### config.mk
export PLATFORM = sky130hd
export DESIGN_NAME = pc_control
export DESIGN_NICKNAME = d
export VERILOG_FILES = /design/src/include/proc_consts.svh /design/src/verilog/proc_pkg.sv /design/src/verilog/pc_control.sv
export SDC_FILE = /design/constraint.sdc
export NUM_CORES = 1
export LEC_CHECK = 0
export ABC_CLOCK_PERIOD_IN_PS = 3200
export BUFFER_PORTS_ARGS = -buffer_cell sky130_fd_sc_hd__buf_4
export CORE_MARGIN = 2
export CORE_UTILIZATION = 51
export DETAILED_ROUTE_END_ITERATION = 10
export GPL_TIMING_DRIVEN = 0
export PLACE_DENSITY = 0.84
export SYNTH_ARGS = -nofsm -noshare
export SYNTH_HDL_FRONTEND = slang
export SYNTH_SLANG_ARGS = --single-unit
### constraint.sdc
create_clock -name vclk -period 3.2
set_input_delay 0.16 -clock vclk [all_inputs]
set_output_delay 0.16 -clock vclk [all_outputs]
set_load 0.01 [all_outputs]
### src/include/proc_consts.svh
// Opcode, function-code and memory-size macros for the processor
`ifndef PROC_CONSTS_SVH
`define PROC_CONSTS_SVH

// Major opcodes, bits [15:11] of every instruction
`define OP_HALT   5'b00000
`define OP_NOP    5'b00001
`define OP_J      5'b00100
`define OP_ADDI   5'b01000
`define OP_SUBI   5'b01001
`define OP_XORI   5'b01010
`define OP_ANDNI  5'b01011
`define OP_BEQZ   5'b01100
`define OP_BNEZ   5'b01101
`define OP_ST     5'b10000
`define OP_LD     5'b10001
`define OP_LBI    5'b11000
`define OP_RRR    5'b11011

// Function codes of the register-format group
`define FN_ADD    2'b00
`define FN_SUB    2'b01
`define FN_XOR    2'b10
`define FN_ANDN   2'b11

// Memory depths in 16-bit words
`define IMEM_WORDS 256
`define DMEM_WORDS 256

`endif

### src/verilog/proc_pkg.sv
// Instruction union, control, load and retire structs, destination register helper
package proc_pkg;

    // Register format: op rs rt rd funct
    typedef struct packed {
        logic [4:0] opcode;
        logic [2:0] rs;
        logic [2:0] rt;
        logic [2:0] rd;
        logic [1:0] funct;
    } rFmtT;

    // Immediate format: op rs rd imm5
    // imm8 is {rd, imm} and disp11 is {rs, rd, imm}
    typedef struct packed {
        logic [4:0] opcode;
        logic [2:0] rs;
        logic [2:0] rd;
        logic [4:0] imm;
    } iFmtT;

    typedef union packed {
        rFmtT rFmt;
        iFmtT iFmt;
    } instrT;

    typedef enum logic [2:0] {
        ALU_ADD,
        ALU_SUB,
        ALU_XOR,
        ALU_ANDN,
        ALU_PASSB
    } aluOpT;

    typedef enum logic [1:0] {
        IMM_S5,
        IMM_Z5,
        IMM_S8,
        IMM_S11
    } immKindT;

    typedef struct packed {
        logic    regWrite;
        logic    regDstRd;
        logic    aluSrcImm;
        logic    memRead;
        logic    memWrite;
        logic    memToReg;
        logic    branch;
        logic    branchNz;
        logic    jump;
        logic    halt;
        immKindT immKind;
        aluOpT   aluOp;
    } ctrlT;

    typedef struct packed {
        logic        valid;
        logic [7:0]  addr;
        logic [15:0] instr;
    } imemLoadT;

    typedef struct packed {
        logic        valid;
        logic [15:0] pc;
        logic        regWrite;
        logic [2:0]  dest;
        logic [15:0] wdata;
        logic        memWrite;
        logic [15:0] addr;
        logic [15:0] sdata;
    } retireT;

    // R format writes rd, LBI writes rs, everything else writes rd of the I view
    function automatic logic [2:0] destReg(instrT instr, ctrlT ctrl);
        if (ctrl.regDstRd) begin
            return instr.rFmt.rd;
        end
        if (ctrl.immKind == IMM_S8) begin
            return instr.iFmt.rs;
        end
        return instr.iFmt.rd;
    endfunction

endpackage

### src/verilog/pc_control.sv
// Next-PC selection for sequential flow, branches, jumps and halt
module pc_control
    import proc_pkg::*;
(
    input  logic [15:0] pc,
    input  logic [15:0] immVal,
    input  ctrlT        ctrl,
    input  logic        zero,
    output logic [15:0] nextPc
);

    logic [15:0] seqPc;
    logic        brTaken;

    assign seqPc = pc + 16'd1;

    // BEQZ on zero, BNEZ on nonzero
    assign brTaken = ctrl.branch && (ctrl.branchNz ? !zero : zero);

    always_comb begin
        if (ctrl.halt) begin
            nextPc = pc;
        end else if (ctrl.jump || brTaken) begin
            // Displacement is relative to the following instruction
            nextPc = seqPc + immVal;
        end else begin
            nextPc = seqPc;
        end
    end

endmodule

==> metrics.csv <==
metric,value,unit
status,"finished, violations left",
failed_checks,design-rule violations,
drt-pass1-iter-count,8,
yosys.cell_types.count,49,
synthesis.area,1520,µm²
cp.arrival,2900,ps
nets,347,
hold_viol_final,0,
max_freq,327,MHz
post-route-period-util,95.5,%
drc_errors,4,
pre_cts_slack,35.4,ps
period_needed,3060,ps
syn-instance-count,223,
antenna_found_initial,0,
vias_per_cell,5.97,
maxSlewHeadroom,62.3,%
ant_nets,0,
synth-seq-area-share,0,%
first_global_vias,1640,
synth.most_common_cell,a21oi_1,
yosys_warnings,0,
setup_violations,0,
area_growth,31.3,%
holdWs,641,ps
die_area,3440,µm²
port_buffers,51,
layout-drive-gt1-share,29.3,%
tightest_slew,565,ps
syn_area_per_cell,6.82,µm²
nFlopsAndLatches,0,
synth_top_cell_by_area,ha_1,
grt_first_pass_wirelength,7180,µm
gp_congestion,0.849,
synth_area_leaders,"ha_1 16%, a21oi_1 9.9%, xor2_1 8.1%",
crit_type,in -> out,
drt_wl_total,4400,µm
cp_max_fo,4,
setup_tns,0,ps
first_iter_violations,104,
p_leak,0.932,nW
syn-num-nets,292,
wl_per_cell,14.3,µm
hold_class,in -> out,
drv_slew,0,
worst_slack,145,ps
die_h,58.6,µm
grt_max_degree,11,
maxCapViolCount,0,
p_per_area,189,nW/µm²
overflow,0,
instances_no_fill,307,
synthTopCellsByCount,"30 x a21oi_1, 20 x ha_1, 20 x nand2_1",
die_x,58.6,µm
clockBufferCount,0,
std_cell_rows,19,
antenna_cells,0,
cts_hold_buf,0,
n_fill_cell,266,
critPathLaunchType,primary input,
dpl.cell_count,305,
start_util,54.2,%
core_region_area,2810,µm²
grt.total_usage,25.6,%
ir_worst_vdd,109,µV
vias,1833,
post-dp-hpwl,3590,µm
io_pins,64,
crit_required,3040,ps
netlist.area_leader.share,16.4,%
seqCellArea,0,µm²
critPathCaptureType,output port,
layout by cell type (no fill, tap or decap), drive strengths merged, types with 5 or more instances in the layout:
| cell type | instances |
|---|---|
| buf | 57 |
| a21oi | 32 |
| nand2 | 20 |
| ha | 20 |
| nor2 | 19 |
| o21ai | 19 |
| xor2 | 14 |
| xnor2 | 13 |
| inv | 9 |
| nand3 | 7 |
| clkbuf | 6 |
| a31oi | 5 |
cell type report:
cell class	instances	area (µm²)	area share (%)
Tap cell	31	38.8	1.94
Multi-Input combinational cell	204	1470	73.6
Timing Repair Buffer	54	405	20.3
Buffer	9	50.0	2.50
Inverter	9	33.8	1.69
stage by stage:
step | utilization (%) | cell area (µm²) | power, W
4_1_cts | 69.3 | 1940 | 0.000372
2_1_floorplan | - | 1520 | 0.000236
3_3_place_gp | 69.3 | 1940 | 0.000362
5_1_grt | 71.2 | 2000 | 0.000417
6_report | 71.2 | 2000 | 0.000378
3_5_place_dp | 69.3 | 1940 | 0.000370
repair_timing:
| item | CTS | global route |
|---|---|---|
| hold endpoints to repair | 0 | 0 |
| gates resized for setup | 0 | 9 |
| buffers inserted | 0 | 3 |
| endpoints found under the setup margin | 0 | 3 |
final timing paths:
kind / from / to / slack [ps] / cells past startpoint
worst max-delay path: pc[0] / nextPc[15] / 140 / 16
worst min-delay path: pc[1] / nextPc[1] / 640 / 4
cell families after synthesis:
group / after synthesis / share of synthesized area, %
compound gates: 83 / 34.1
xor+xnor: 27 / 15.5
buf+inv: 19 / 5.76
fa+ha+maj: 21 / 17.8
mux: 1 / 0.658
simple gates: 72 / 26.2
power breakdown:
part,internal (W),switching [W]
Sequential,0,0
Clock,0,0
Combinational,0.000177,0.000201
worst max-delay path, cell delays in order:
cell	delay, ps
buf_4	100
ha_1	200
nand3_2	160
nor2_4	140
and4_4	260
and3_2	230
xor2_2	160
ha_1	280
a21oi_1	140
o21ai_0	100
a21o_1	160
a31o_2	250
a211o_2	280
nand2_1	80
nor4_2	40
buf_4	150
per-layer routing:
| layer | vias to the layer above | routed length, µm | GRT usage (%) |
|---|---|---|---|
| met3 | 0 | 243 | 0 |
| met4 | 0 | 0 | 2.27 |
| met1 | 830 | 1950 | 35.7 |
| met5 | - | 0 | 0 |
| li1 | 933 | - | - |
| met2 | 70 | 2210 | 46.1 |
Note: power is estimated with default switching activity, not from simulation.
