### src/include/proc_consts.svh
// Opcode, function-code and memory-size macros for the processor
`ifndef PROC_CONSTS_SVH
`define PROC_CONSTS_SVH

// Major opcodes, bits [15:11] of every instruction
`define OP_HALT   5'b00000
`define OP_NOP    5'b00001
`define OP_J      5'b00100
`define OP_ADDI   5'b01000
`define OP_SUBI   5'b01001
`define OP_XORI   5'b01010
`define OP_ANDNI  5'b01011
`define OP_BEQZ   5'b01100
`define OP_BNEZ   5'b01101
`define OP_ST     5'b10000
`define OP_LD     5'b10001
`define OP_LBI    5'b11000
`define OP_RRR    5'b11011

// Function codes of the register-format group
`define FN_ADD    2'b00
`define FN_SUB    2'b01
`define FN_XOR    2'b10
`define FN_ANDN   2'b11

// Memory depths in 16-bit words
`define IMEM_WORDS 256
`define DMEM_WORDS 256

`endif

### src/verilog/proc_pkg.sv
// Instruction union, control, load and retire structs, destination register helper
package proc_pkg;

    // Register format: op rs rt rd funct
    typedef struct packed {
        logic [4:0] opcode;
        logic [2:0] rs;
        logic [2:0] rt;
        logic [2:0] rd;
        logic [1:0] funct;
    } rFmtT;

    // Immediate format: op rs rd imm5
    // imm8 is {rd, imm} and disp11 is {rs, rd, imm}
    typedef struct packed {
        logic [4:0] opcode;
        logic [2:0] rs;
        logic [2:0] rd;
        logic [4:0] imm;
    } iFmtT;

    typedef union packed {
        rFmtT rFmt;
        iFmtT iFmt;
    } instrT;

    typedef enum logic [2:0] {
        ALU_ADD,
        ALU_SUB,
        ALU_XOR,
        ALU_ANDN,
        ALU_PASSB
    } aluOpT;

    typedef enum logic [1:0] {
        IMM_S5,
        IMM_Z5,
        IMM_S8,
        IMM_S11
    } immKindT;

    typedef struct packed {
        logic    regWrite;
        logic    regDstRd;
        logic    aluSrcImm;
        logic    memRead;
        logic    memWrite;
        logic    memToReg;
        logic    branch;
        logic    branchNz;
        logic    jump;
        logic    halt;
        immKindT immKind;
        aluOpT   aluOp;
    } ctrlT;

    typedef struct packed {
        logic        valid;
        logic [7:0]  addr;
        logic [15:0] instr;
    } imemLoadT;

    typedef struct packed {
        logic        valid;
        logic [15:0] pc;
        logic        regWrite;
        logic [2:0]  dest;
        logic [15:0] wdata;
        logic        memWrite;
        logic [15:0] addr;
        logic [15:0] sdata;
    } retireT;

    // R format writes rd, LBI writes rs, everything else writes rd of the I view
    function automatic logic [2:0] destReg(instrT instr, ctrlT ctrl);
        if (ctrl.regDstRd) begin
            return instr.rFmt.rd;
        end
        if (ctrl.immKind == IMM_S8) begin
            return instr.iFmt.rs;
        end
        return instr.iFmt.rd;
    endfunction

endpackage

### src/verilog/decode.sv
// Register file, source and destination selection and immediate extension
module decode
    import proc_pkg::*;
(
    input  logic        clk,
    input  logic        rstN,
    input  instrT       instr,
    input  ctrlT        ctrl,
    input  logic [15:0] writeData,
    output logic [15:0] readData1,
    output logic [15:0] readData2,
    output logic [15:0] immVal
);

    logic [15:0] regs [8];
    logic [2:0]  dest;
    logic [7:0]  imm8;
    logic [10:0] disp11;

    assign dest = destReg(instr, ctrl);

    // Second source rt of the R view shares its bits with the store-data rd of the I view
    assign readData1 = regs[instr.rFmt.rs];
    assign readData2 = regs[instr.rFmt.rt];

    // Wider immediates sit on the low bits of the I view
    assign imm8   = {instr.iFmt.rd, instr.iFmt.imm};
    assign disp11 = {instr.iFmt.rs, instr.iFmt.rd, instr.iFmt.imm};

    always_comb begin
        case (ctrl.immKind)
            IMM_S5:  immVal = {{11{instr.iFmt.imm[4]}}, instr.iFmt.imm};
            IMM_Z5:  immVal = {11'b0, instr.iFmt.imm};
            IMM_S8:  immVal = {{8{imm8[7]}}, imm8};
            default: immVal = {{5{disp11[10]}}, disp11};
        endcase
    end

    // Reads above see the old value on a same-cycle write
    always_ff @(posedge clk) begin
        if (!rstN) begin
            for (int i = 0; i < 8; i++) begin
                regs[i] <= '0;
            end
        end else if (ctrl.regWrite) begin
            regs[dest] <= writeData;
        end
    end

endmodule

### config.mk
export PLATFORM = sky130hd
export DESIGN_NAME = decode
export DESIGN_NICKNAME = d
export VERILOG_FILES = /design/src/include/proc_consts.svh /design/src/verilog/proc_pkg.sv /design/src/verilog/decode.sv
export SDC_FILE = /design/constraint.sdc
export NUM_CORES = 1
export LEC_CHECK = 0
export BUFFER_PORTS_ARGS = -buffer_cell sky130_fd_sc_hd__buf_2
export CORE_ASPECT_RATIO = 1.2
export CORE_MARGIN = 1.5
export CORE_UTILIZATION = 41
export DETAILED_ROUTE_END_ITERATION = 16
export PLACE_DENSITY = 0.68
export SKIP_LAST_GASP = 1
export SYNTH_ARGS = -nofsm -noshare
export SYNTH_HDL_FRONTEND = slang
export SYNTH_SLANG_ARGS = --single-unit
### constraint.sdc
create_clock -name clk -period 4.5 [get_ports clk]
set_clock_uncertainty 0.15 [all_clocks]
set_input_delay 0.9 -clock clk [delete_from_list [all_inputs] [get_ports clk]]
set_output_delay 0.9 -clock clk [all_outputs]
set_load 0.02 [all_outputs]
==> summary.md <==
| Metric | Value |
|---|---|
| Outcome | `finished, final reports clean` |
| Synth area leader | `edfxtp_1` |
| Crit path top cell by count | `buf_2` |
| Largest register FFs | `128` |
| Starting Density | `41.83%` |
| Sequential fraction of the synthesis area | `50.75%` |
| Data required, critical path | `3.45 ns` |
| Post-CTS sizing | `0` |
| First-pass DRT Iterations | `5` |
| Synth top cells by count | `edfxtp_1 (128), mux4_2 (64), nor3_1 (64), nor4_1 (44), mux2_2 (32)` |
| H-tree depth | `4` |
| Ant diodes | `0` |
| Cell with the most instances after synthesis | `edfxtp_1` |
| Number of max-cap violations | `0` |
| Clk slew on worst S/H paths | `0.06 ns` |
| DP Area | `about 8200 um^2` |
| Inst Count DP | `around 780` |
| Vias after detailed routing | `5223` |
| Synth warnings | `0` |
| Vias in the first global route | `5561` |
| TNS Setup | `0 ns` |
| Die area | `about 19000 um^2` |
| Slew HR | `21.12%` |
| Synth Instances | `about 520` |
| FFs w/ async S/R, synth | `0%` |
| Cell Rows | `54` |
| Fin area | `8742 um^2` |
| Final nets | `625` |
| Slew at the pin closest to its max-slew limit | `1.183 ns` |
| Avg Cell Area, Syn | `14.51 um^2` |
| Net count after synthesis | `between 500 and 600` |
| # DRC | `0` |
| Largest net degree at the start of global routing | `53` |
| Final setup viols | `0` |
| Syn Std Cell Area | `7574 um^2` |
| Die Ht | `between 150 and 200 um` |
| Pleak | `~0.0029 uW` |
| Worst Path Arrival | `between 2 and 3 ns` |
| Distinct cell type count of the synthesized netlist | `30` |
| RSZ-0062 raised after global routing | `false` |
| Chip width | `about 130 um` |
| Cts bufs inserted | `17` |
| Tcrit/Tclk final | `80.65%` |
| Top flop regs | `regs (128)` |
| Port-buffer cells | `76` |
| FF+latch count, synth | `128` |
| Prevailing post-synth register cell | `edfxtp_1` |
| First-pass GRT wire length | `32730 um` |
| Final min period | `3.629 ns` |
| Final std cells w/o fill | `813` |
| Clock tree from TritonCTS | `built` |
| Vias per inst | `6.424` |
| Hold buffer count at cts | `0` |
| Top Ports | `97` |
| DRT Wirelength | `20960 um` |
| Dpl hpwl | `14080 um` |
| Overall power | `3402 uW` |
| Worst stage delay on the critical path | `0.49 ns` |
| Final Max Slew Viols | `0` |
| Top reg by flops | `regs` |
| Post-CTS Setup Repair Bufs | `0` |
| F_max | `275.5 MHz` |
| Clock root cell | `clkbuf_16` |
| CP endpoint kind | `primary output` |
| Maximum VDD drop | `0.0002448 V` |
| Hold Vio Cnt, Final | `0` |
| Iteration-0 DRC Markers | `460` |
| PwrDens | `389.2 nW/um^2` |
| Max Root-Sink Buffers | `2` |
| Post-route ant nets | `0` |
| Clock sinks | `128` |
| Kind of critical path | `input pin to primary output` |
| Gp weighted congestion | `0.8199` |
| Crit path cell chain | `buf_2 -> buf_4 -> mux4_2 -> mux2_2 -> buf_2` |
| EDFF count, synth | `128` |
| Crit path max fanout | `22` |
| GRT Util Overall | `22.52%` |
| Initial antenna violation count | `0` |
| Core Area | `18110 um^2` |
| Synth top area share | `50.75%` |
| Drt wl/cell | `25.78 um` |
| Layout cells sized above 1 | `47.03%` |
| # fillers | `between 1500 and 2000` |
| Synth-to-Final Area Change | `15.43%` |
| Top cells by area, synth | `edfxtp_1 (51%), mux4_2 (19%), mux2_2 (4.8%)` |
| Grt ovf | `0` |
| Finished Core Util | `48.28%` |
| Slowest CP cell | `buf_2` |
| Type of the most critical hold path | `input pin to flip-flop` |
| Startpoint Class | `input pin` |
==> layout by cell type (no fill, tap or decap), types with 16 or more instances in the layout <==
cell / Yosys / final
buf_2: 31 / 76
o2111ai_1: 18 / 18
and3_1: 16 / 16
nor4_1: 44 / 44
clkbuf_16: 0 / 17
buf_4: 11 / 37
mux4_2: 64 / 64
nand2_1: 25 / 25
nor4_2: 20 / 20
mux2_2: 32 / 32
edfxtp_1: 128 / 128
nor3_1: 64 / 64
==> metal layers <==
| layer | vias to the layer above | routed length, um | global-route usage (%) |
|---|---|---|---|
| met3 | 66 | 1052 | 3.908 |
| met1 | 2651 | 7932 | 27.17 |
| met5 | - | 0 | 0 |
| li1 | 2286 | - | - |
| met4 | 0 | 825 | 11.09 |
| met2 | 220 | 11150 | 38.85 |
==> kinds of logic (layout without fill, tap and decap cells) <==
family	count (synthesis)	in the layout	share of synthesized area [%]
AO/OA/AOI/OAI	37	37	4.461
multiplexers	96	96	23.79
buffers and inverters	82	149	6.030
AND/OR/NAND/NOR	179	179	14.97
flip-flops	128	128	50.75
==> layout make-up <==
type	count	area, um^2	share of cell area [%]
clock inverters	15	136.4	1.560
multi-input cells	312	3334	38.14
flip-flops and latches	128	3844	43.97
clock buffers	17	425.4	4.866
well taps	224	280.3	3.206
repair buffers	116	718.2	8.215
inverters	1	3.754	0.04294
==> per-stage QoR <==
stage | worst slack [ns] | hold slack, ns
after detailed placement | 0.8692 | 1.214
after global routing | 0.8166 | 0.7972
after global placement | 0.9123 | 1.210
after floorplan | 0.8729 | 1.057
after CTS | 0.8669 | 0.7807
final | 0.8708 | 0.7859
==> worst paths after layout <==
| kind | slack, ns | end | start | depth (start not counted) |
|---|---|---|---|---|
| worst max-delay path | 0.87 | readData1[1] | instr[9] | 5 |
| worst min-delay path | 0.79 | regs[5][9]$_SDFFCE_PN0P_ | writeData[9] | 3 |
==> critical path: cells and delay by family <==
family	cells	cell delay, ns
buffers and inverters	3	1.03
multiplexers	2	0.63
==> power breakdown <==
group / total (uW) / switching (uW) / leakage [uW] / internal, uW
sequential: 1450 / 43.6 / 0.00124 / 1410
clock: 1310 / 543 / 0.000268 / 764
combinational: 642 / 388 / 0.00143 / 254
Power figures use the tool's default switching activity.
