[config.mk]
export PLATFORM = sky130hd
export DESIGN_NAME = execute
export DESIGN_NICKNAME = d
export VERILOG_FILES = /design/src/include/proc_consts.svh /design/src/verilog/proc_pkg.sv /design/src/verilog/execute.sv
export SDC_FILE = /design/constraint.sdc
export NUM_CORES = 1
export LEC_CHECK = 0
export BUFFER_PORTS_ARGS = -buffer_cell sky130_fd_sc_hd__buf_4
export CORE_MARGIN = 5
export CORE_UTILIZATION = 52
export DETAILED_ROUTE_END_ITERATION = 8
export GPL_TIMING_DRIVEN = 1
export MAX_ROUTING_LAYER = met4
export PLACE_DENSITY_LB_ADDON = 0.05
export SLEW_MARGIN = 15
export SYNTH_ARGS = -nofsm -noshare
export SYNTH_HDL_FRONTEND = slang
export SYNTH_SLANG_ARGS = --single-unit
export TNS_END_PERCENT = 30
[constraint.sdc]
create_clock -name vclk -period 5.2
set_clock_uncertainty 0.15 [all_clocks]
set_input_delay 1.04 -clock vclk [all_inputs]
set_output_delay 1.04 -clock vclk [all_outputs]
set_load 0.01 [all_outputs]
[src/include/proc_consts.svh]
// Opcode, function-code and memory-size macros for the processor
`ifndef PROC_CONSTS_SVH
`define PROC_CONSTS_SVH

// Major opcodes, bits [15:11] of every instruction
`define OP_HALT   5'b00000
`define OP_NOP    5'b00001
`define OP_J      5'b00100
`define OP_ADDI   5'b01000
`define OP_SUBI   5'b01001
`define OP_XORI   5'b01010
`define OP_ANDNI  5'b01011
`define OP_BEQZ   5'b01100
`define OP_BNEZ   5'b01101
`define OP_ST     5'b10000
`define OP_LD     5'b10001
`define OP_LBI    5'b11000
`define OP_RRR    5'b11011

// Function codes of the register-format group
`define FN_ADD    2'b00
`define FN_SUB    2'b01
`define FN_XOR    2'b10
`define FN_ANDN   2'b11

// Memory depths in 16-bit words
`define IMEM_WORDS 256
`define DMEM_WORDS 256

`endif

[src/verilog/proc_pkg.sv]
// Instruction union, control, load and retire structs, destination register helper
package proc_pkg;

    // Register format: op rs rt rd funct
    typedef struct packed {
        logic [4:0] opcode;
        logic [2:0] rs;
        logic [2:0] rt;
        logic [2:0] rd;
        logic [1:0] funct;
    } rFmtT;

    // Immediate format: op rs rd imm5
    // imm8 is {rd, imm} and disp11 is {rs, rd, imm}
    typedef struct packed {
        logic [4:0] opcode;
        logic [2:0] rs;
        logic [2:0] rd;
        logic [4:0] imm;
    } iFmtT;

    typedef union packed {
        rFmtT rFmt;
        iFmtT iFmt;
    } instrT;

    typedef enum logic [2:0] {
        ALU_ADD,
        ALU_SUB,
        ALU_XOR,
        ALU_ANDN,
        ALU_PASSB
    } aluOpT;

    typedef enum logic [1:0] {
        IMM_S5,
        IMM_Z5,
        IMM_S8,
        IMM_S11
    } immKindT;

    typedef struct packed {
        logic    regWrite;
        logic    regDstRd;
        logic    aluSrcImm;
        logic    memRead;
        logic    memWrite;
        logic    memToReg;
        logic    branch;
        logic    branchNz;
        logic    jump;
        logic    halt;
        immKindT immKind;
        aluOpT   aluOp;
    } ctrlT;

    typedef struct packed {
        logic        valid;
        logic [7:0]  addr;
        logic [15:0] instr;
    } imemLoadT;

    typedef struct packed {
        logic        valid;
        logic [15:0] pc;
        logic        regWrite;
        logic [2:0]  dest;
        logic [15:0] wdata;
        logic        memWrite;
        logic [15:0] addr;
        logic [15:0] sdata;
    } retireT;

    // R format writes rd, LBI writes rs, everything else writes rd of the I view
    function automatic logic [2:0] destReg(instrT instr, ctrlT ctrl);
        if (ctrl.regDstRd) begin
            return instr.rFmt.rd;
        end
        if (ctrl.immKind == IMM_S8) begin
            return instr.iFmt.rs;
        end
        return instr.iFmt.rd;
    endfunction

endpackage

[src/verilog/execute.sv]
// ALU operand selection, ALU and branch flags
module execute
    import proc_pkg::*;
(
    input  logic [15:0] readData1,
    input  logic [15:0] readData2,
    input  logic [15:0] immVal,
    input  ctrlT        ctrl,
    output logic [15:0] aluRes,
    output logic        zero,
    output logic        ltz
);

    logic [15:0] opA;
    logic [15:0] opB;

    assign opA = readData1;
    assign opB = ctrl.aluSrcImm ? immVal : readData2;

    always_comb begin
        case (ctrl.aluOp)
            ALU_ADD:  aluRes = opA + opB;
            // Subtract is reversed in this ISA
            ALU_SUB:  aluRes = opB - opA;
            ALU_XOR:  aluRes = opA ^ opB;
            ALU_ANDN: aluRes = opA & ~opB;
            default:  aluRes = opB;
        endcase
    end

    // Branches test rs itself, not the ALU result
    assign zero = (readData1 == 16'd0);
    assign ltz  = readData1[15];

endmodule

==> results.cfg, run 1 <==
[status]
status = finished with violations
violations = negative setup slack

[drt]
wl_met2_microns = 3170
top_layer = met4
finalWirelength_microns = 6350
firstDrtPassIters = 4
ant_nets = 0
route.met3.wl_microns = 383
post-route-drc-count = 0
m1WireLength_microns = 2620
wl_per_cell_microns = 14.9
viasPerCell = 5.80
drt-initial-drc-count = 138
route.vias.total = 2469

[yosys]
synth_warnings = 0
syn_avg_cell_area_sq_um = 7.10
netlist_instances = 283
syn_area_sq_mm = 0.00201
syn-num-nets = 379
yosysSeqAreaShare = 0
yosysUniqueCellTypes = 46

[layout]
finalNetCount = 476
final_common_cell = buf_4
fillers = 300
syn_to_final_growth_pct = 42.5
antenna-diode-count = 0
nFlopsAndLatches = 0
nClkBuffers = 0
ff_latch_area_sq_um = 0
final_cells = 426
final_cell_mix = 107 x buf_4, 32 x ha_1, 28 x inv_1
final_core_util = 0.776
layout-drive-gt1-share = 0.339

[floorplanning]
core_sq_mm = 0.00369
die_w_microns = 72.1
row_count = 22
fp.dieArea_sq_mm = 0.00520
die_h_microns = 72.1
initial_utilization = 0.544
io-pin-count = 81

[hold_path]
min_path_type = in2out

[global_route]
grt_use_total = 0.237
grt.overflow.total = 0
grt_pass1_wl_microns = 10200
antenna_found_initial = 0
grt_max_degree = 28
grt_pass1_vias = 2357

[worst_setup_path]
cpMaxStageDelayCell = or4_4
path_cells = buf_4 -> or4_4 -> or4_4 -> buf_4 -> o21ai_2 -> xor2_1 -> ha_1 -> nand2_1 -> o31a_1 -> a31oi_2 -> xnor2_1 -> a222oi_1 -> buf_4
critPathArrivalTime_ns = 4.01
cp-start-kind = primary input
crit_family = simple AND/OR/NAND/NOR gates
critPathMaxStageDelay_ns = 0.54
worst-path-buf-inv = 3
crit_required_ns = 4.01
path_max_fanout = 5
crit_path_end_kind = primary output
crit_type = in2out
path_common_cell = buf_4

[timing]
setup_viol = 1
final_hold_viol_count = 0
fmax_ghz = 0.192
period_needed_ns = 5.20
worstMarginPinSlew_ns = 0.478
worst_slack_ns = -0.00422
slew_headroom = 0.680
rsz0062_at_grt = yes
period_share = 1.00
holdWs_ns = 2.15
drv_slew = 0

[power_and_ir_drop]
vdd_drop_max_uv = 72.4
leakagePower_uw = 0.00146
power.density_mw_per_mm2 = 138
total_power_uw = 395

[placement]
routabilityCongestion = 0.927
dpl.hpwl_microns = 5010
portBuffers = 70
placed_cells = 424
pre_cts_ws_ns = -0.162

[job]
maxCapViolations = 0
[final cells by class]
| cell class | instances | area, sq um | area share |
|---|---|---|---|
| inverter | 28 | 105 | 0.0367 |
| multi-input combinational | 243 | 1890 | 0.662 |
| tap | 48 | 60.1 | 0.0210 |
| timing repair buffer | 107 | 803 | 0.281 |
[report_power, final]
group	switching, uW	internal, uW	leakage (uW)
clock network	0	0	0
logic	199	196	0.00146
registers	0	0	0
[Yosys cell counts (all sizes together) (3+ instances only)]
| master | instances | area share |
|---|---|---|
| clkbuf | 6 | 0.011 |
| nand2b | 4 | 0.012 |
| nand3 | 3 | 0.0075 |
| ha | 32 | 0.20 |
| mux2 | 3 | 0.017 |
| nor3 | 3 | 0.0075 |
| a22oi | 3 | 0.011 |
| o21ai | 25 | 0.062 |
| o31ai | 4 | 0.015 |
| a21oi | 27 | 0.067 |
| a222oi | 4 | 0.020 |
| or3 | 4 | 0.012 |
| o21a | 5 | 0.019 |
| o211ai | 3 | 0.011 |
| nand2 | 22 | 0.041 |
| nor2 | 21 | 0.039 |
| buf | 6 | 0.030 |
| inv | 28 | 0.052 |
| xor2 | 10 | 0.044 |
| xnor2 | 12 | 0.052 |
| a211oi | 5 | 0.019 |
| mux2i | 22 | 0.11 |
[path summary, 6_finish.rpt]
path | from | endpoint | cells after the start
setup / recovery | readData1[4] | aluRes[14] | 13
hold / removal | readData1[15] | ltz | 2
[routing by layer]
layer / up-vias / GRT usage
met2: 88 / 0.441
met4: 0 / 0.0480
met5: - / -
li1: 1242 / -
met1: 1122 / 0.278
met3: 17 / 0.0139
[logic make-up (layout without fill, tap and decap cells)]
logic type | after synthesis | count (layout) | synth area share
buffers and inverters | 40 | 135 | 0.0935
XOR/XNOR | 22 | 22 | 0.0959
AND/OR/NAND/NOR | 71 | 71 | 0.172
adder cells (fa/ha/maj) | 33 | 33 | 0.209
multiplexers | 25 | 25 | 0.126
AO/OA/AOI/OAI | 92 | 92 | 0.303
[timing repair]
item / in CTS / in global routing
hold buffers: 0 / 0
endpoints found under the setup margin: 3 / 6
buffers inserted: 0 / 2
gates resized for setup: 8 / 12
pin swaps: 3 / 5
[metrics by stage]
step                TNS (ns)  instance area (sq um)
floorplan                  0                   2010
global placement      -0.337                   2770
detailed placement    -0.323                   2770
CTS                        0                   2800
global route          -0.266                   2860
finish              -0.00422                   2860
No activity file was read; power rests on OpenSTA's default activity.
==> inputs of run 2 (changes only) <==
--- a/config.mk
+++ b/config.mk
@@ -16,4 +16,3 @@
 export SYNTH_ARGS = -nofsm -noshare
 export SYNTH_HDL_FRONTEND = slang
 export SYNTH_SLANG_ARGS = --single-unit
-export TNS_END_PERCENT = 30
==> run 2 against run 1 <==
  * The flow now finishes without violations
  * Sequential share of layout area unchanged
  * Sequential cell count unchanged
  * Via count up 1.1%
  * Clock-buffer cell count unchanged
  * Critical path depth unchanged
  * Die area unchanged
  * Total power down 0.36%
  * Wire length down 1.0%
  * Largest cell class unchanged
  * Largest power group unchanged
==> results.cfg, run 2 (same netlist as run 1, synthesis figures left out) <==
[timing]
rsz0062_at_grt = yes
setup_viol = 0
period_share = 0.986
drv_slew = 0
final_hold_viol_count = 0
fmax_ghz = 0.195
worstMarginPinSlew_ns = 0.455
slew_headroom = 0.696
period_needed_ns = 5.13

[placement]
portBuffers = 70
dpl.hpwl_microns = 5010
routabilityCongestion = 0.927

[floorplanning]
die_h_microns = 72.1
die_w_microns = 72.1
initial_utilization = 0.544
core_sq_mm = 0.00369
io-pin-count = 81
fp.dieArea_sq_mm = 0.00520
row_count = 22

[drt]
m1WireLength_microns = 2610
wl_met2_microns = 3140
post-route-drc-count = 0
wl_per_cell_microns = 14.7
route.vias.total = 2495
drt-initial-drc-count = 175
firstDrtPassIters = 4
ant_nets = 0
viasPerCell = 5.84
top_layer = met4
route.met3.wl_microns = 346
finalWirelength_microns = 6280

[layout]
final_common_cell = buf_4
layout-drive-gt1-share = 0.340
antenna-diode-count = 0
nFlopsAndLatches = 0
syn_to_final_growth_pct = 43.4
finalNetCount = 477
nClkBuffers = 0
final_core_util = 0.781
final_cell_mix = 105 x buf_4, 32 x ha_1, 28 x inv_1
ff_latch_area_sq_um = 0

[global_route]
antenna_found_initial = 0
grt_max_degree = 28
grt.overflow.total = 0
grt_pass1_vias = 2376
grt_pass1_wl_microns = 10200
grt_use_total = 0.238

[worst_setup_path]
path_common_cell = or4_4
crit_path_end_kind = primary output
crit_required_ns = 4.01
cpMaxStageDelayCell = or4_4
cp-startpoint = readData1[4]
path_max_fanout = 4
crit_type = in2out
path_cells = buf_6 -> or4_4 -> or4_4 -> o31ai_4 -> xor2_1 -> ha_1 -> nor2_1 -> and2_1 -> o31a_1 -> a31oi_2 -> xnor2_1 -> a222oi_1 -> buf_4
critPathMaxStageDelay_ns = 0.54
critPathArrivalTime_ns = 3.94
cp-start-kind = primary input

[power_and_ir_drop]
leakagePower_uw = 0.00146
vdd_drop_max_uv = 70.9
p_int_uw = 196
netSwitchingPower_uw = 197
p_clk_frac = 0
pwr-share-seq = 0
total_power_uw = 394
p_sw_frac = 0.501
power.density_mw_per_mm2 = 137
combPwrFrac = 1.000

[hold_path]
hp-start = readData1[15]
min_path_type = in2out

[job]
maxCapViolations = 0

[status]
status = completed
[run 2: cell types whose count changed in the layout (fill, tap and decap cells not counted), sizes merged]
cell,previous run,this run
buf,107,108
[run 2: through the flow]
stage / hold slack (ns) / setup slack (ns) / cell area, sq um / cells / TNS, ns
after floorplan: 1.98 / 0.180 / 2010 / 283 / 0
after global placement: 2.15 / -0.166 / 2770 / 424 / -0.337
after detailed placement: 2.15 / -0.162 / 2770 / 424 / -0.323
after CTS: 2.15 / 0.0145 / 2800 / 425 / 0
after global routing: 2.16 / -0.102 / 2880 / 427 / -0.222
final: 2.15 / 0.0703 / 2880 / 427 / 0
[run 2: critical path, delay by kind of cell]
family,cells,cell delay (ns)
compound gates,4,0.86
buf+inv,2,0.27
simple gates,4,1.24
fa+ha+maj,1,0.34
xor+xnor,2,0.18
[run 2: layer usage]
layer / global-route usage / vias to the layer above
li1: - / 1246
met1: 0.278 / 1145
met2: 0.440 / 86
met3: 0.0139 / 18
met4: 0.0585 / 0
met5: - / -
[run 2: timing repair]
action	CTS	global route
pin swaps	4	4
buffers inserted	1	2
endpoints found under the setup margin	3	6
endpoints found under the hold margin	0	0
hold buffers	0	0
resized for setup	8	16
[run 2: worst paths after layout]
path                     end  slack [ns]  depth (start not counted)
hold / removal           ltz        2.15                          2
setup / recovery  aluRes[14]        0.07                         13
[run 2: power groups by stage]
stage	logic [uW]	clock network (uW)	registers, uW
2_1_floorplan	229	0	0
3_3_place_gp	363	0	0
3_5_place_dp	372	0	0
4_1_cts	381	0	0
5_1_grt	435	0	0
6_report	394	0	0
[run 2: area by class of cell]
class	instances	area, sq um
fill	293	810
tap	48	60.1
inverter	28	105
multi-input combinational	243	1890
timing repair buffer	108	822
