`src/include/proc_consts.svh`:
```
// Opcode, function-code and memory-size macros for the processor
`ifndef PROC_CONSTS_SVH
`define PROC_CONSTS_SVH

// Major opcodes, bits [15:11] of every instruction
`define OP_HALT   5'b00000
`define OP_NOP    5'b00001
`define OP_J      5'b00100
`define OP_ADDI   5'b01000
`define OP_SUBI   5'b01001
`define OP_XORI   5'b01010
`define OP_ANDNI  5'b01011
`define OP_BEQZ   5'b01100
`define OP_BNEZ   5'b01101
`define OP_ST     5'b10000
`define OP_LD     5'b10001
`define OP_LBI    5'b11000
`define OP_RRR    5'b11011

// Function codes of the register-format group
`define FN_ADD    2'b00
`define FN_SUB    2'b01
`define FN_XOR    2'b10
`define FN_ANDN   2'b11

// Memory depths in 16-bit words
`define IMEM_WORDS 256
`define DMEM_WORDS 256

`endif

```
`src/verilog/proc_pkg.sv`:
```
// Instruction union, control, load and retire structs, destination register helper
package proc_pkg;

    // Register format: op rs rt rd funct
    typedef struct packed {
        logic [4:0] opcode;
        logic [2:0] rs;
        logic [2:0] rt;
        logic [2:0] rd;
        logic [1:0] funct;
    } rFmtT;

    // Immediate format: op rs rd imm5
    // imm8 is {rd, imm} and disp11 is {rs, rd, imm}
    typedef struct packed {
        logic [4:0] opcode;
        logic [2:0] rs;
        logic [2:0] rd;
        logic [4:0] imm;
    } iFmtT;

    typedef union packed {
        rFmtT rFmt;
        iFmtT iFmt;
    } instrT;

    typedef enum logic [2:0] {
        ALU_ADD,
        ALU_SUB,
        ALU_XOR,
        ALU_ANDN,
        ALU_PASSB
    } aluOpT;

    typedef enum logic [1:0] {
        IMM_S5,
        IMM_Z5,
        IMM_S8,
        IMM_S11
    } immKindT;

    typedef struct packed {
        logic    regWrite;
        logic    regDstRd;
        logic    aluSrcImm;
        logic    memRead;
        logic    memWrite;
        logic    memToReg;
        logic    branch;
        logic    branchNz;
        logic    jump;
        logic    halt;
        immKindT immKind;
        aluOpT   aluOp;
    } ctrlT;

    typedef struct packed {
        logic        valid;
        logic [7:0]  addr;
        logic [15:0] instr;
    } imemLoadT;

    typedef struct packed {
        logic        valid;
        logic [15:0] pc;
        logic        regWrite;
        logic [2:0]  dest;
        logic [15:0] wdata;
        logic        memWrite;
        logic [15:0] addr;
        logic [15:0] sdata;
    } retireT;

    // R format writes rd, LBI writes rs, everything else writes rd of the I view
    function automatic logic [2:0] destReg(instrT instr, ctrlT ctrl);
        if (ctrl.regDstRd) begin
            return instr.rFmt.rd;
        end
        if (ctrl.immKind == IMM_S8) begin
            return instr.iFmt.rs;
        end
        return instr.iFmt.rd;
    endfunction

endpackage

```
`src/verilog/control.sv`:
```
// Main control decoder with sticky halted and illegal-opcode error flags
`include "proc_consts.svh"

module control
    import proc_pkg::*;
(
    input  logic  clk,
    input  logic  rstN,
    input  instrT instr,
    output ctrlT  ctrl,
    output logic  halted,
    output logic  err
);

    logic illegalOp;

    always_comb begin
        ctrl      = '0;
        illegalOp = 1'b0;
        case (instr.rFmt.opcode)
            `OP_HALT: ctrl.halt = 1'b1;
            `OP_NOP: begin
            end
            `OP_ADDI: begin
                ctrl.regWrite  = 1'b1;
                ctrl.aluSrcImm = 1'b1;
            end
            `OP_SUBI: begin
                ctrl.regWrite  = 1'b1;
                ctrl.aluSrcImm = 1'b1;
                ctrl.aluOp     = ALU_SUB;
            end
            `OP_XORI: begin
                ctrl.regWrite  = 1'b1;
                ctrl.aluSrcImm = 1'b1;
                ctrl.aluOp     = ALU_XOR;
                ctrl.immKind   = IMM_Z5;
            end
            `OP_ANDNI: begin
                ctrl.regWrite  = 1'b1;
                ctrl.aluSrcImm = 1'b1;
                ctrl.aluOp     = ALU_ANDN;
                ctrl.immKind   = IMM_Z5;
            end
            // Base plus signed offset for both memory ops
            `OP_ST: begin
                ctrl.memWrite  = 1'b1;
                ctrl.aluSrcImm = 1'b1;
            end
            `OP_LD: begin
                ctrl.regWrite  = 1'b1;
                ctrl.memRead   = 1'b1;
                ctrl.memToReg  = 1'b1;
                ctrl.aluSrcImm = 1'b1;
            end
            `OP_BEQZ: begin
                ctrl.branch  = 1'b1;
                ctrl.immKind = IMM_S8;
            end
            `OP_BNEZ: begin
                ctrl.branch   = 1'b1;
                ctrl.branchNz = 1'b1;
                ctrl.immKind  = IMM_S8;
            end
            `OP_LBI: begin
                ctrl.regWrite  = 1'b1;
                ctrl.aluSrcImm = 1'b1;
                ctrl.aluOp     = ALU_PASSB;
                ctrl.immKind   = IMM_S8;
            end
            `OP_J: begin
                ctrl.jump    = 1'b1;
                ctrl.immKind = IMM_S11;
            end
            `OP_RRR: begin
                ctrl.regWrite = 1'b1;
                ctrl.regDstRd = 1'b1;
                case (instr.rFmt.funct)
                    `FN_ADD: ctrl.aluOp = ALU_ADD;
                    `FN_SUB: ctrl.aluOp = ALU_SUB;
                    `FN_XOR: ctrl.aluOp = ALU_XOR;
                    default: ctrl.aluOp = ALU_ANDN;
                endcase
            end
            default: illegalOp = 1'b1;
        endcase
    end

    // Both flags stick until reset; nothing executes after halt
    always_ff @(posedge clk) begin
        if (!rstN) begin
            halted <= 1'b0;
            err    <= 1'b0;
        end else if (!halted) begin
            if (ctrl.halt) begin
                halted <= 1'b1;
            end
            if (illegalOp) begin
                err <= 1'b1;
            end
        end
    end

endmodule

```
`config.mk`:
```
export PLATFORM = sky130hd
export DESIGN_NAME = control
export DESIGN_NICKNAME = d
export VERILOG_FILES = /design/src/verilog/proc_pkg.sv /design/src/verilog/control.sv
export VERILOG_INCLUDE_DIRS = /design/src /design/src/include
export SDC_FILE = /design/constraint.sdc
export NUM_CORES = 1
export LEC_CHECK = 0
export BUFFER_PORTS_ARGS = -buffer_cell sky130_fd_sc_hd__buf_2
export CAP_MARGIN = 0
export CORE_UTILIZATION = 24
export CTS_CLUSTER_DIAMETER = 150
export CTS_CLUSTER_SIZE = 16
export DETAILED_ROUTE_END_ITERATION = 8
export GPL_ROUTABILITY_DRIVEN = 1
export GPL_TIMING_DRIVEN = 0
export PLACE_DENSITY = 0.6
export SLEW_MARGIN = 0
export SYNTH_ARGS = -nofsm -noshare
export SYNTH_HDL_FRONTEND = slang
export SYNTH_SLANG_ARGS = --single-unit
export TNS_END_PERCENT = 5
```
`constraint.sdc`:
```
create_clock -name clk -period 1.08 [get_ports clk]
set_clock_uncertainty 0.1 [all_clocks]
set_input_delay 0.054 -clock clk [delete_from_list [all_inputs] [get_ports clk]]
set_output_delay 0.054 -clock clk [all_outputs]
set_load 0.02 [all_outputs]
```
==> metrics.md, run 1 <==
| Metric | Value |
|---|---|
| Core area | 1370 um2 |
| Hold path cells | 3 |
| Largest net degree at the start of global routing | 15 |
| Worst-Skew Late Latency | 0.22 ns |
| Most frequent CP cell | buf_4 |
| Clk sinks | 2 |
| Post-synth top area share | 0.108 |
| ANT cells | 0 |
| Area grow syn2layout | 67.0% |
| Hpwl dp | 722 um |
| Vias in the first global route | 380 |
| Critical path type | input pin to output port |
| Final Slew Violations | 0 |
| Ports | 35 |
| R2r setup slk | 0.19 ns |
| Commonest non-fill, non-tap cell in the layout | buf_2 |
| CTS buffer count | 3 |
| Worst reg-to-reg path cell count | 3 |
| Share of layout cells above drive strength 1 | 0.494 |
| I/O Buffers | 24 |
| Min Tclk post-route | 1.02 ns |
| Status | finished, final reports clean |
| Worst-Margin Slew | 0.246 ns |
| Area of the multi-input gates | 305 um2 |
| Ys Warns | 0 |
| CP Max Fanout | 10 |
| Initial DRT Pass Iterations | 2 |
| CP cell instances | clkbuf_4 > buf_8 > nand2_1 > nor4_4 > buf_4 > buf_4 |
| Fmax | 983 MHz |
| Vias | 460 |
| Die width | 41.4 um |
| Crit path max-delay cell type | clkbuf_4 |
| Initial antenna violation count | 0 |
| Largest stage delay on the critical path | 0.16 ns |
| Top cells by area, synth | dfxtp_1 11%, buf_4 8.1%, nand2_1 8.1% |
| CP required | 0.93 ns |
| H-tree depth reported by CTS | 1 |
| CTS tree | done |
| Post-synth cell types | 29 |
| Most frequent cells in the layout | 18 x buf_2, 8 x nand2_1, 7 x buf_4 |
| P_leak | 0.320 nW |
| Max Cap Viol | 0 |
| Hold path start | instr[12] |
| Final WL | 1.05 mm |
| Hold Violations, Final | 0 |
| CP Launch Type | input pin |
| Routed wire length per instance | 10.9 um |
| Power share of the combinational group | 0.452 |
| Root Buffer | clkbuf_4 |
| Worst setup margin | 0.0631 ns |
| Worst Setup End Kind | output port |
| Switching power | 0.156 mW |
| WP data arrival | 0.86 ns |
| Final TNS setup | 0 ns |
| Setup violators final | 0 |
| Total track usage | 0.141 |
| Synthesized flop and latch total | 2 |
| RSZ-0062 raised after global routing | yes |
| First-pass GRT wire length | 1.50 mm |
| Syn_nets | 71 |
| CTS max path bufs | 2 |
| PD cells | 727 nW/um2 |
| Dpl ws | -0.0418 ns |
| Sequential share of power | 0.180 |
| Antenna viol nets, final | 0 |
| Gpl congestion | 0.733 |
| Worst flop-to-flop path endpoint | err |
| # DRC | 0 |
| Synth area leader | dfxtp_1 |
| Switching Share | 0.347 |
| Vias per Instance | 4.79 |
| Iter 0 DRT Violations | 4 |
| Syn Inst Count | 53 |
| Flip-flop and latch area | 40.0 um2 |
| Core Rows | 13 |
| Tcrit/Tclk final | 0.942 |
| Die Area | 1710 um2 |
| Clock Pin Slew Worst Setup and Hold Paths | 0.03 ns |
| Worst Hold Class | input pin to flop |
| Fillers | 147 |
| Final Util | 0.454 |
| Clk network pwr share | 0.368 |
| Synth Cell Area | 372 um2 |
| Max IR drop VDD | 0.560 mV |
| Total grt overflow | 0 |
| Nets | 101 |
| Reg2reg start | err |
| Worst slew margin | 0.836 |
| Hold_ws | 0.171 ns |
| Die H | 41.4 um |
| Cell Int Power | 0.295 mW |
| Hold EP | halted |
| Starting Density | 0.272 |
| Syn Area/Cell | 7.01 um2 |
| Register area share after synthesis | 0.108 |
## cell usage after synthesis (all sizes together)
cell type and count:
and3b 1, o21a 1, and2 1, nand2 8, dfxtp 2, nor4 1, o211a 1, o22a 1
nor3b 1, nor2b 2, a221oi 1, mux2i 1, nand2b 2, nor3 3, nor2 4, inv 2
nand3b 2, nor4b 1, a21oi 6, a21o 1, and2b 2, o21ai 2, buf 6, a21bo 1
## cell type report
| cell class | instances | area share |
|---|---|---|
| clock buffer | 3 | 0.0363 |
| inverter | 2 | 0.0121 |
| sequential | 2 | 0.0645 |
| multi-input combinational | 43 | 0.492 |
| buffer | 5 | 0.0907 |
| tap | 15 | 0.0302 |
| timing repair buffer | 26 | 0.274 |
## registers in the layout (all words and copies together), names as in the netlist
name / count
err: 1
halted: 1
## kinds of logic after synthesis
group / Yosys count / share of synthesized area
flip-flops: 2 / 0.108
multiplexers: 1 / 0.0269
buffers and inverters: 8 / 0.128
AO/OA/AOI/OAI: 14 / 0.276
AND/OR/NAND/NOR: 28 / 0.461
## how the worst max path moves through the flow
stage          slack [ns]       from       end
2_1_floorplan       -0.04  instr[13]    halted
3_3_place_gp        -0.03  instr[14]  ctrl[14]
3_5_place_dp        -0.04  instr[12]  ctrl[14]
4_1_cts             0.002  instr[12]   ctrl[3]
5_1_grt             -0.02  instr[11]  ctrl[11]
6_report             0.06  instr[11]  ctrl[11]
## layer usage
metal	vias up	part of all wire	GRT usage
met5	-	0	0
met4	0	0	0.121
met3	0	0.076	0.0319
met2	20	0.48	0.234
met1	201	0.45	0.149
li1	239	-	-
## power groups by stage
| stage | clock network, mW | registers (mW) | logic [mW] |
|---|---|---|---|
| after detailed placement | 0 | 0.0822 | 0.176 |
| after global routing | 0.188 | 0.0815 | 0.222 |
| after CTS | 0.178 | 0.0813 | 0.182 |
| after global placement | 0 | 0.0819 | 0.174 |
| after floorplan | 0 | 0.0873 | 0.116 |
| final | 0.166 | 0.0811 | 0.204 |
## through the flow
stage | power (mW) | std cells | instance area (um2)
global route | 0.491 | 96 | 621
global placement | 0.255 | 92 | 526
CTS | 0.441 | 95 | 562
floorplan | 0.203 | 53 | 387
finish | 0.451 | 96 | 621
detailed placement | 0.258 | 92 | 526
## critical path: cells and delay by family
family	cells	cell delay, ns
buffers and inverters	4	0.56
and+or+nand+nor	2	0.25
## what timing repair did
action,CTS,global route
gates resized for setup,4,12
hold buffers,1,0
endpoints found under the hold margin,2,0
buffers inserted,0,0
cloned,0,1
endpoints found under the setup margin,4,6
No activity file was read; power rests on OpenSTA's default activity.
==> inputs of run 2 (changes only) <==
CTS_BUF_LIST = sky130_fd_sc_hd__clkbuf_16   (was not set)
CTS_CLUSTER_SIZE = 10   (was 16)
==> metrics.md, run 2 (synthesis gave the netlist of run 1 again) <==
| Metric | Value |
|---|---|
| First-pass GRT wire length | 1.53 mm |
| Most frequent cells in the layout | 18 x buf_2, 8 x nand2_1, 7 x buf_4 |
| Min Tclk post-route | 1.02 ns |
| Top Registers | err (1), halted (1) |
| H-tree depth reported by CTS | 1 |
| Fillers | 142 |
| Fmax | 983 MHz |
| Vias in the first global route | 375 |
| Largest net degree at the start of global routing | 15 |
| CTS tree | done |
| Status | finished, final reports clean |
| Clk sinks | 2 |
| Die Area | 1710 um2 |
| Hpwl dp | 722 um |
| Die H | 41.4 um |
| Flip-flop and latch area | 40.0 um2 |
| Worst slew margin | 0.842 |
| Core area | 1370 um2 |
| Root Buffer | clkbuf_16 |
| Gpl congestion | 0.733 |
| Hold Violations, Final | 0 |
| Final WL | 1.07 mm |
| Worst Setup End Kind | output port |
| Initial antenna violation count | 0 |
| ANT cells | 0 |
| Clock Pin Slew Worst Setup and Hold Paths | 0.03 ns |
| Critical path type | input pin to output port |
| CP Launch Type | input pin |
| Die width | 41.4 um |
| Final Util | 0.493 |
| Core Rows | 13 |
| CP Max Fanout | 10 |
| RSZ-0062 raised after global routing | yes |
| Max IR drop VDD | 1.16 mV |
| Iter 0 DRT Violations | 1 |
| Antenna viol nets, final | 0 |
| Commonest non-fill, non-tap cell in the layout | buf_2 |
| Starting Density | 0.272 |
| Vias | 462 |
| Area of the multi-input gates | 305 um2 |
| CTS max path bufs | 2 |
| Worst-Margin Slew | 0.237 ns |
| Top Layer Used | met3 |
| Setup violators final | 0 |
| Vias per Instance | 4.81 |
| Post-CTS setup buffers | 0 |
| P_leak | 0.343 nW |
| CTS buffer count | 3 |
| Worst-Skew Late Latency | 0.22 ns |
| Worst setup margin | 0.0631 ns |
| Wire length on met1 | 490 um |
| Dpl ws | -0.0418 ns |
| Met2 WL | 506 um |
| Area grow syn2layout | 81.1% |
| Met3 Routed Length | 73 um |
| Nets | 101 |
| Total track usage | 0.140 |
| Hold_ws | 0.173 ns |
| Max Cap Viol | 0 |
| Tcrit/Tclk final | 0.942 |
| CP required | 0.93 ns |
| Placed instance count | 92 |
| Fin cells | 96 |
| Ports | 35 |
| Routed wire length per instance | 11.1 um |
| Share of layout cells above drive strength 1 | 0.494 |
| PD cells | 1260 nW/um2 |
| # DRC | 0 |
| I/O Buffers | 24 |
| WP data arrival | 0.86 ns |
| Final Slew Violations | 0 |
| Worst Hold Class | input pin to flop |
| Total grt overflow | 0 |
| Initial DRT Pass Iterations | 2 |
[run 2: area by class of cell]
type	count	share of cell area
clock buffer	3	0.112
buffer	5	0.0836
tap	15	0.0279
inverter	2	0.0112
timing repair buffer	26	0.253
sequential	2	0.0595
multi-input combinational	43	0.454
[run 2: routing by layer]
metal | global-route usage | vias to the layer above
li1 | - | 239
met3 | 0.0160 | 0
met5 | 0 | -
met2 | 0.246 | 20
met4 | 0.0968 | 0
met1 | 0.156 | 203
[run 2: timing repair]
item | CTS | global route
endpoints found under the hold margin | 2 | 0
setup endpoints to repair | 4 | 6
gates cloned | 0 | 1
resized for setup | 4 | 12
hold buffers | 1 | 0
[run 2: per-stage QoR]
step	setup TNS, ns	cell area (um2)	total power, mW
3_3_place_gp	-0.0743	526	0.255
3_5_place_dp	-0.0940	526	0.258
6_report	0	673	0.847
5_1_grt	-0.0168	673	0.878
4_1_cts	0	614	0.836
2_1_floorplan	-0.0739	387	0.203
[run 2: final timing paths]
| kind | start | end | slack [ns] | cells after the start |
|---|---|---|---|---|
| setup / recovery | instr[11] | ctrl[11] | 0.06 | 6 |
| setup reg to reg | err | err | 0.19 | 3 |
| hold reg to reg | err | err | 0.39 | 2 |
| hold / removal | instr[12] | halted | 0.17 | 3 |
[run 2: report_power, final]
group          internal (mW)  switching [mW]
clock network          0.472          0.0901
registers             0.0788         0.00250
logic                 0.0934           0.110
total                  0.644           0.203
[run 2: worst max-delay path, stage by stage]
cell,delay (ns)
clkbuf_4,0.16
buf_8,0.14
nand2_1,0.10
nor4_4,0.15
buf_4,0.14
buf_4,0.12
==> inputs of run 3 (changes only) <==
BUFFER_PORTS_ARGS = not set   (was -buffer_cell sky130_fd_sc_hd__buf_2)
DONT_BUFFER_PORTS = 1   (was not set)
PLACE_DENSITY = 0.41   (was 0.6)
clock period = 0.9 ns   (was 1.08 ns; I/O delays follow)
==> metrics.md, run 3 (synthesis gave the netlist of run 1 again) <==
| Metric | Value |
|---|---|
| Status | finished with violations |
| Failing checks | hold timing, setup timing |
| Routed wire length per instance | 16.4 um |
| Total grt overflow | 0 |
| Final WL | 1.18 mm |
| Ports | 35 |
| # DRC | 0 |
| First-pass GRT wire length | 1.69 mm |
| Initial antenna violation count | 0 |
| Worst-Margin Slew | 0.446 ns |
| Worst Hold Class | input pin to flop |
| Hold Violations, Final | 1 |
| Total track usage | 0.157 |
| Max Cap Viol | 0 |
| I/O Buffers | 0 |
| Hold buffers post-CTS | 1 |
| P_leak | 0.244 nW |
| Fillers | 139 |
| Die H | 41.4 um |
| Top Registers | err (1), halted (1) |
| Worst slew margin | 0.701 |
| Vias in the first global route | 414 |
| Core Rows | 13 |
| Antenna viol nets, final | 0 |
| Crit path max-delay cell type | nor4_4 |
| CP cell instances | buf_12 > nor4_4 > buf_4 |
| Post-CTS setup buffers | 0 |
| Share of layout cells above drive strength 1 | 0.509 |
| Iter 0 DRT Violations | 6 |
| Worst setup margin | -0.105 ns |
| CP required | 0.75 ns |
| Root Buffer | clkbuf_16 |
| Largest stage delay on the critical path | 0.46 ns |
| Vias per Instance | 5.54 |
| Final Util | 0.444 |
| Clock Pin Slew Worst Setup and Hold Paths | 0.03 ns |
| CTS buffer count | 3 |
| Max IR drop VDD | 1.22 mV |
| Area grow syn2layout | 63.3% |
| WP data arrival | 0.86 ns |
| Hpwl dp | 792 um |
| CP Launch Type | input pin |
| CP Max Fanout | 10 |
| Die width | 41.4 um |
| Area of the multi-input gates | 365 um2 |
| H-tree depth reported by CTS | 1 |
| Total power | 0.994 mW |
| CTS tree | done |
| Final Slew Violations | 0 |
| Core area | 1370 um2 |
| Die Area | 1710 um2 |
| Critical path type | input pin to output port |
| Flip-flop and latch area | 43.8 um2 |
| Min Tclk post-route | 1.00 ns |
| Most frequent cells in the layout | 7 x nand2_1, 4 x a21oi_2, 3 x buf_12, 3 x nor3_2, 3 x clkbuf_16 |
| Vias | 399 |
| Initial DRT Pass Iterations | 4 |
| Commonest non-fill, non-tap cell in the layout | nand2_1 |
| Nets | 77 |
| Worst Setup End Kind | output port |
| Hold_ws | -0.0228 ns |
| Starting Density | 0.272 |
| Worst-Skew Late Latency | 0.22 ns |
| RSZ-0062 raised after global routing | yes |
| Setup violators final | 7 |
| ANT cells | 0 |
| Fmax | 995 MHz |
| Largest net degree at the start of global routing | 11 |
| PD cells | 1640 nW/um2 |
| Tcrit/Tclk final | 1.12 |
| Gpl congestion | 0.736 |
| CTS max path bufs | 2 |
| Clk sinks | 2 |
run 3: changes by cell type in the layout (fill, tap and decap cells not counted), moves of 2 or more:
cell     delta
a21oi_1     -3
a21oi_2     +3
buf_12      +3
buf_2      -18
buf_4       -5
buf_8       -2
nor2_1      -2
nor3_1      -2
nor3_2      +3
run 3: layout make-up:
type,count,share of cell area
Buffer,6,0.142
Clock buffer,3,0.124
Tap cell,15,0.0309
Timing Repair Buffer,1,0.0165
Multi-Input combinational cell,43,0.602
Inverter,2,0.0124
Sequential cell,2,0.0722
run 3: through the flow:
step | cells | hold WS [ns] | area (um2) | setup WS [ns] | setup TNS, ns
global route | 72 | -0.0104 | 607 | -0.130 | -0.570
detailed placement | 68 | 0.0306 | 473 | -0.131 | -1.09
CTS | 72 | -0.0260 | 607 | -0.101 | -0.190
floorplan | 53 | 0.0284 | 454 | -0.0631 | -0.337
finish | 72 | -0.0228 | 607 | -0.105 | -0.190
global placement | 68 | 0.0314 | 473 | -0.114 | -0.889
run 3: path summary, 6_finish.rpt:
kind,from,endpoint,slack (ns),cells past startpoint
worst min-delay path,instr[12],halted,-0.02,2
worst max-delay path,instr[13],ctrl[11],-0.10,3
worst max register to register,err,err,-0.02,3
worst min register to register,err,err,0.41,2
run 3: critical path: cells and delay by family:
| family | cells | cell delay (ns) |
|---|---|---|
| buffers and inverters | 2 | 0.35 |
| and+or+nand+nor | 1 | 0.46 |
run 3: routing by layer:
metal | global-route usage | up-vias | part of all wire
li1 | - | 192 | -
met1 | 0.141 | 188 | 0.42
met2 | 0.305 | 17 | 0.52
met3 | 0.0266 | 2 | 0.053
met4 | 0.121 | 0 | 0.0085
met5 | 0 | - | 0
run 3: where the power goes:
group          switching, mW  leakage [nW]  total, mW  internal, mW
logic                  0.117         0.190      0.213        0.0952
registers             0.0106        0.0170      0.105        0.0948
clock network          0.110        0.0370      0.676         0.566
total                  0.238         0.244      0.994         0.756
run 3: repair_timing:
item | in CTS | in global routing
setup endpoints to repair | 13 | 9
hold endpoints to repair | 2 | 1
resized for setup | 14 | 0
pin swaps | 3 | 0
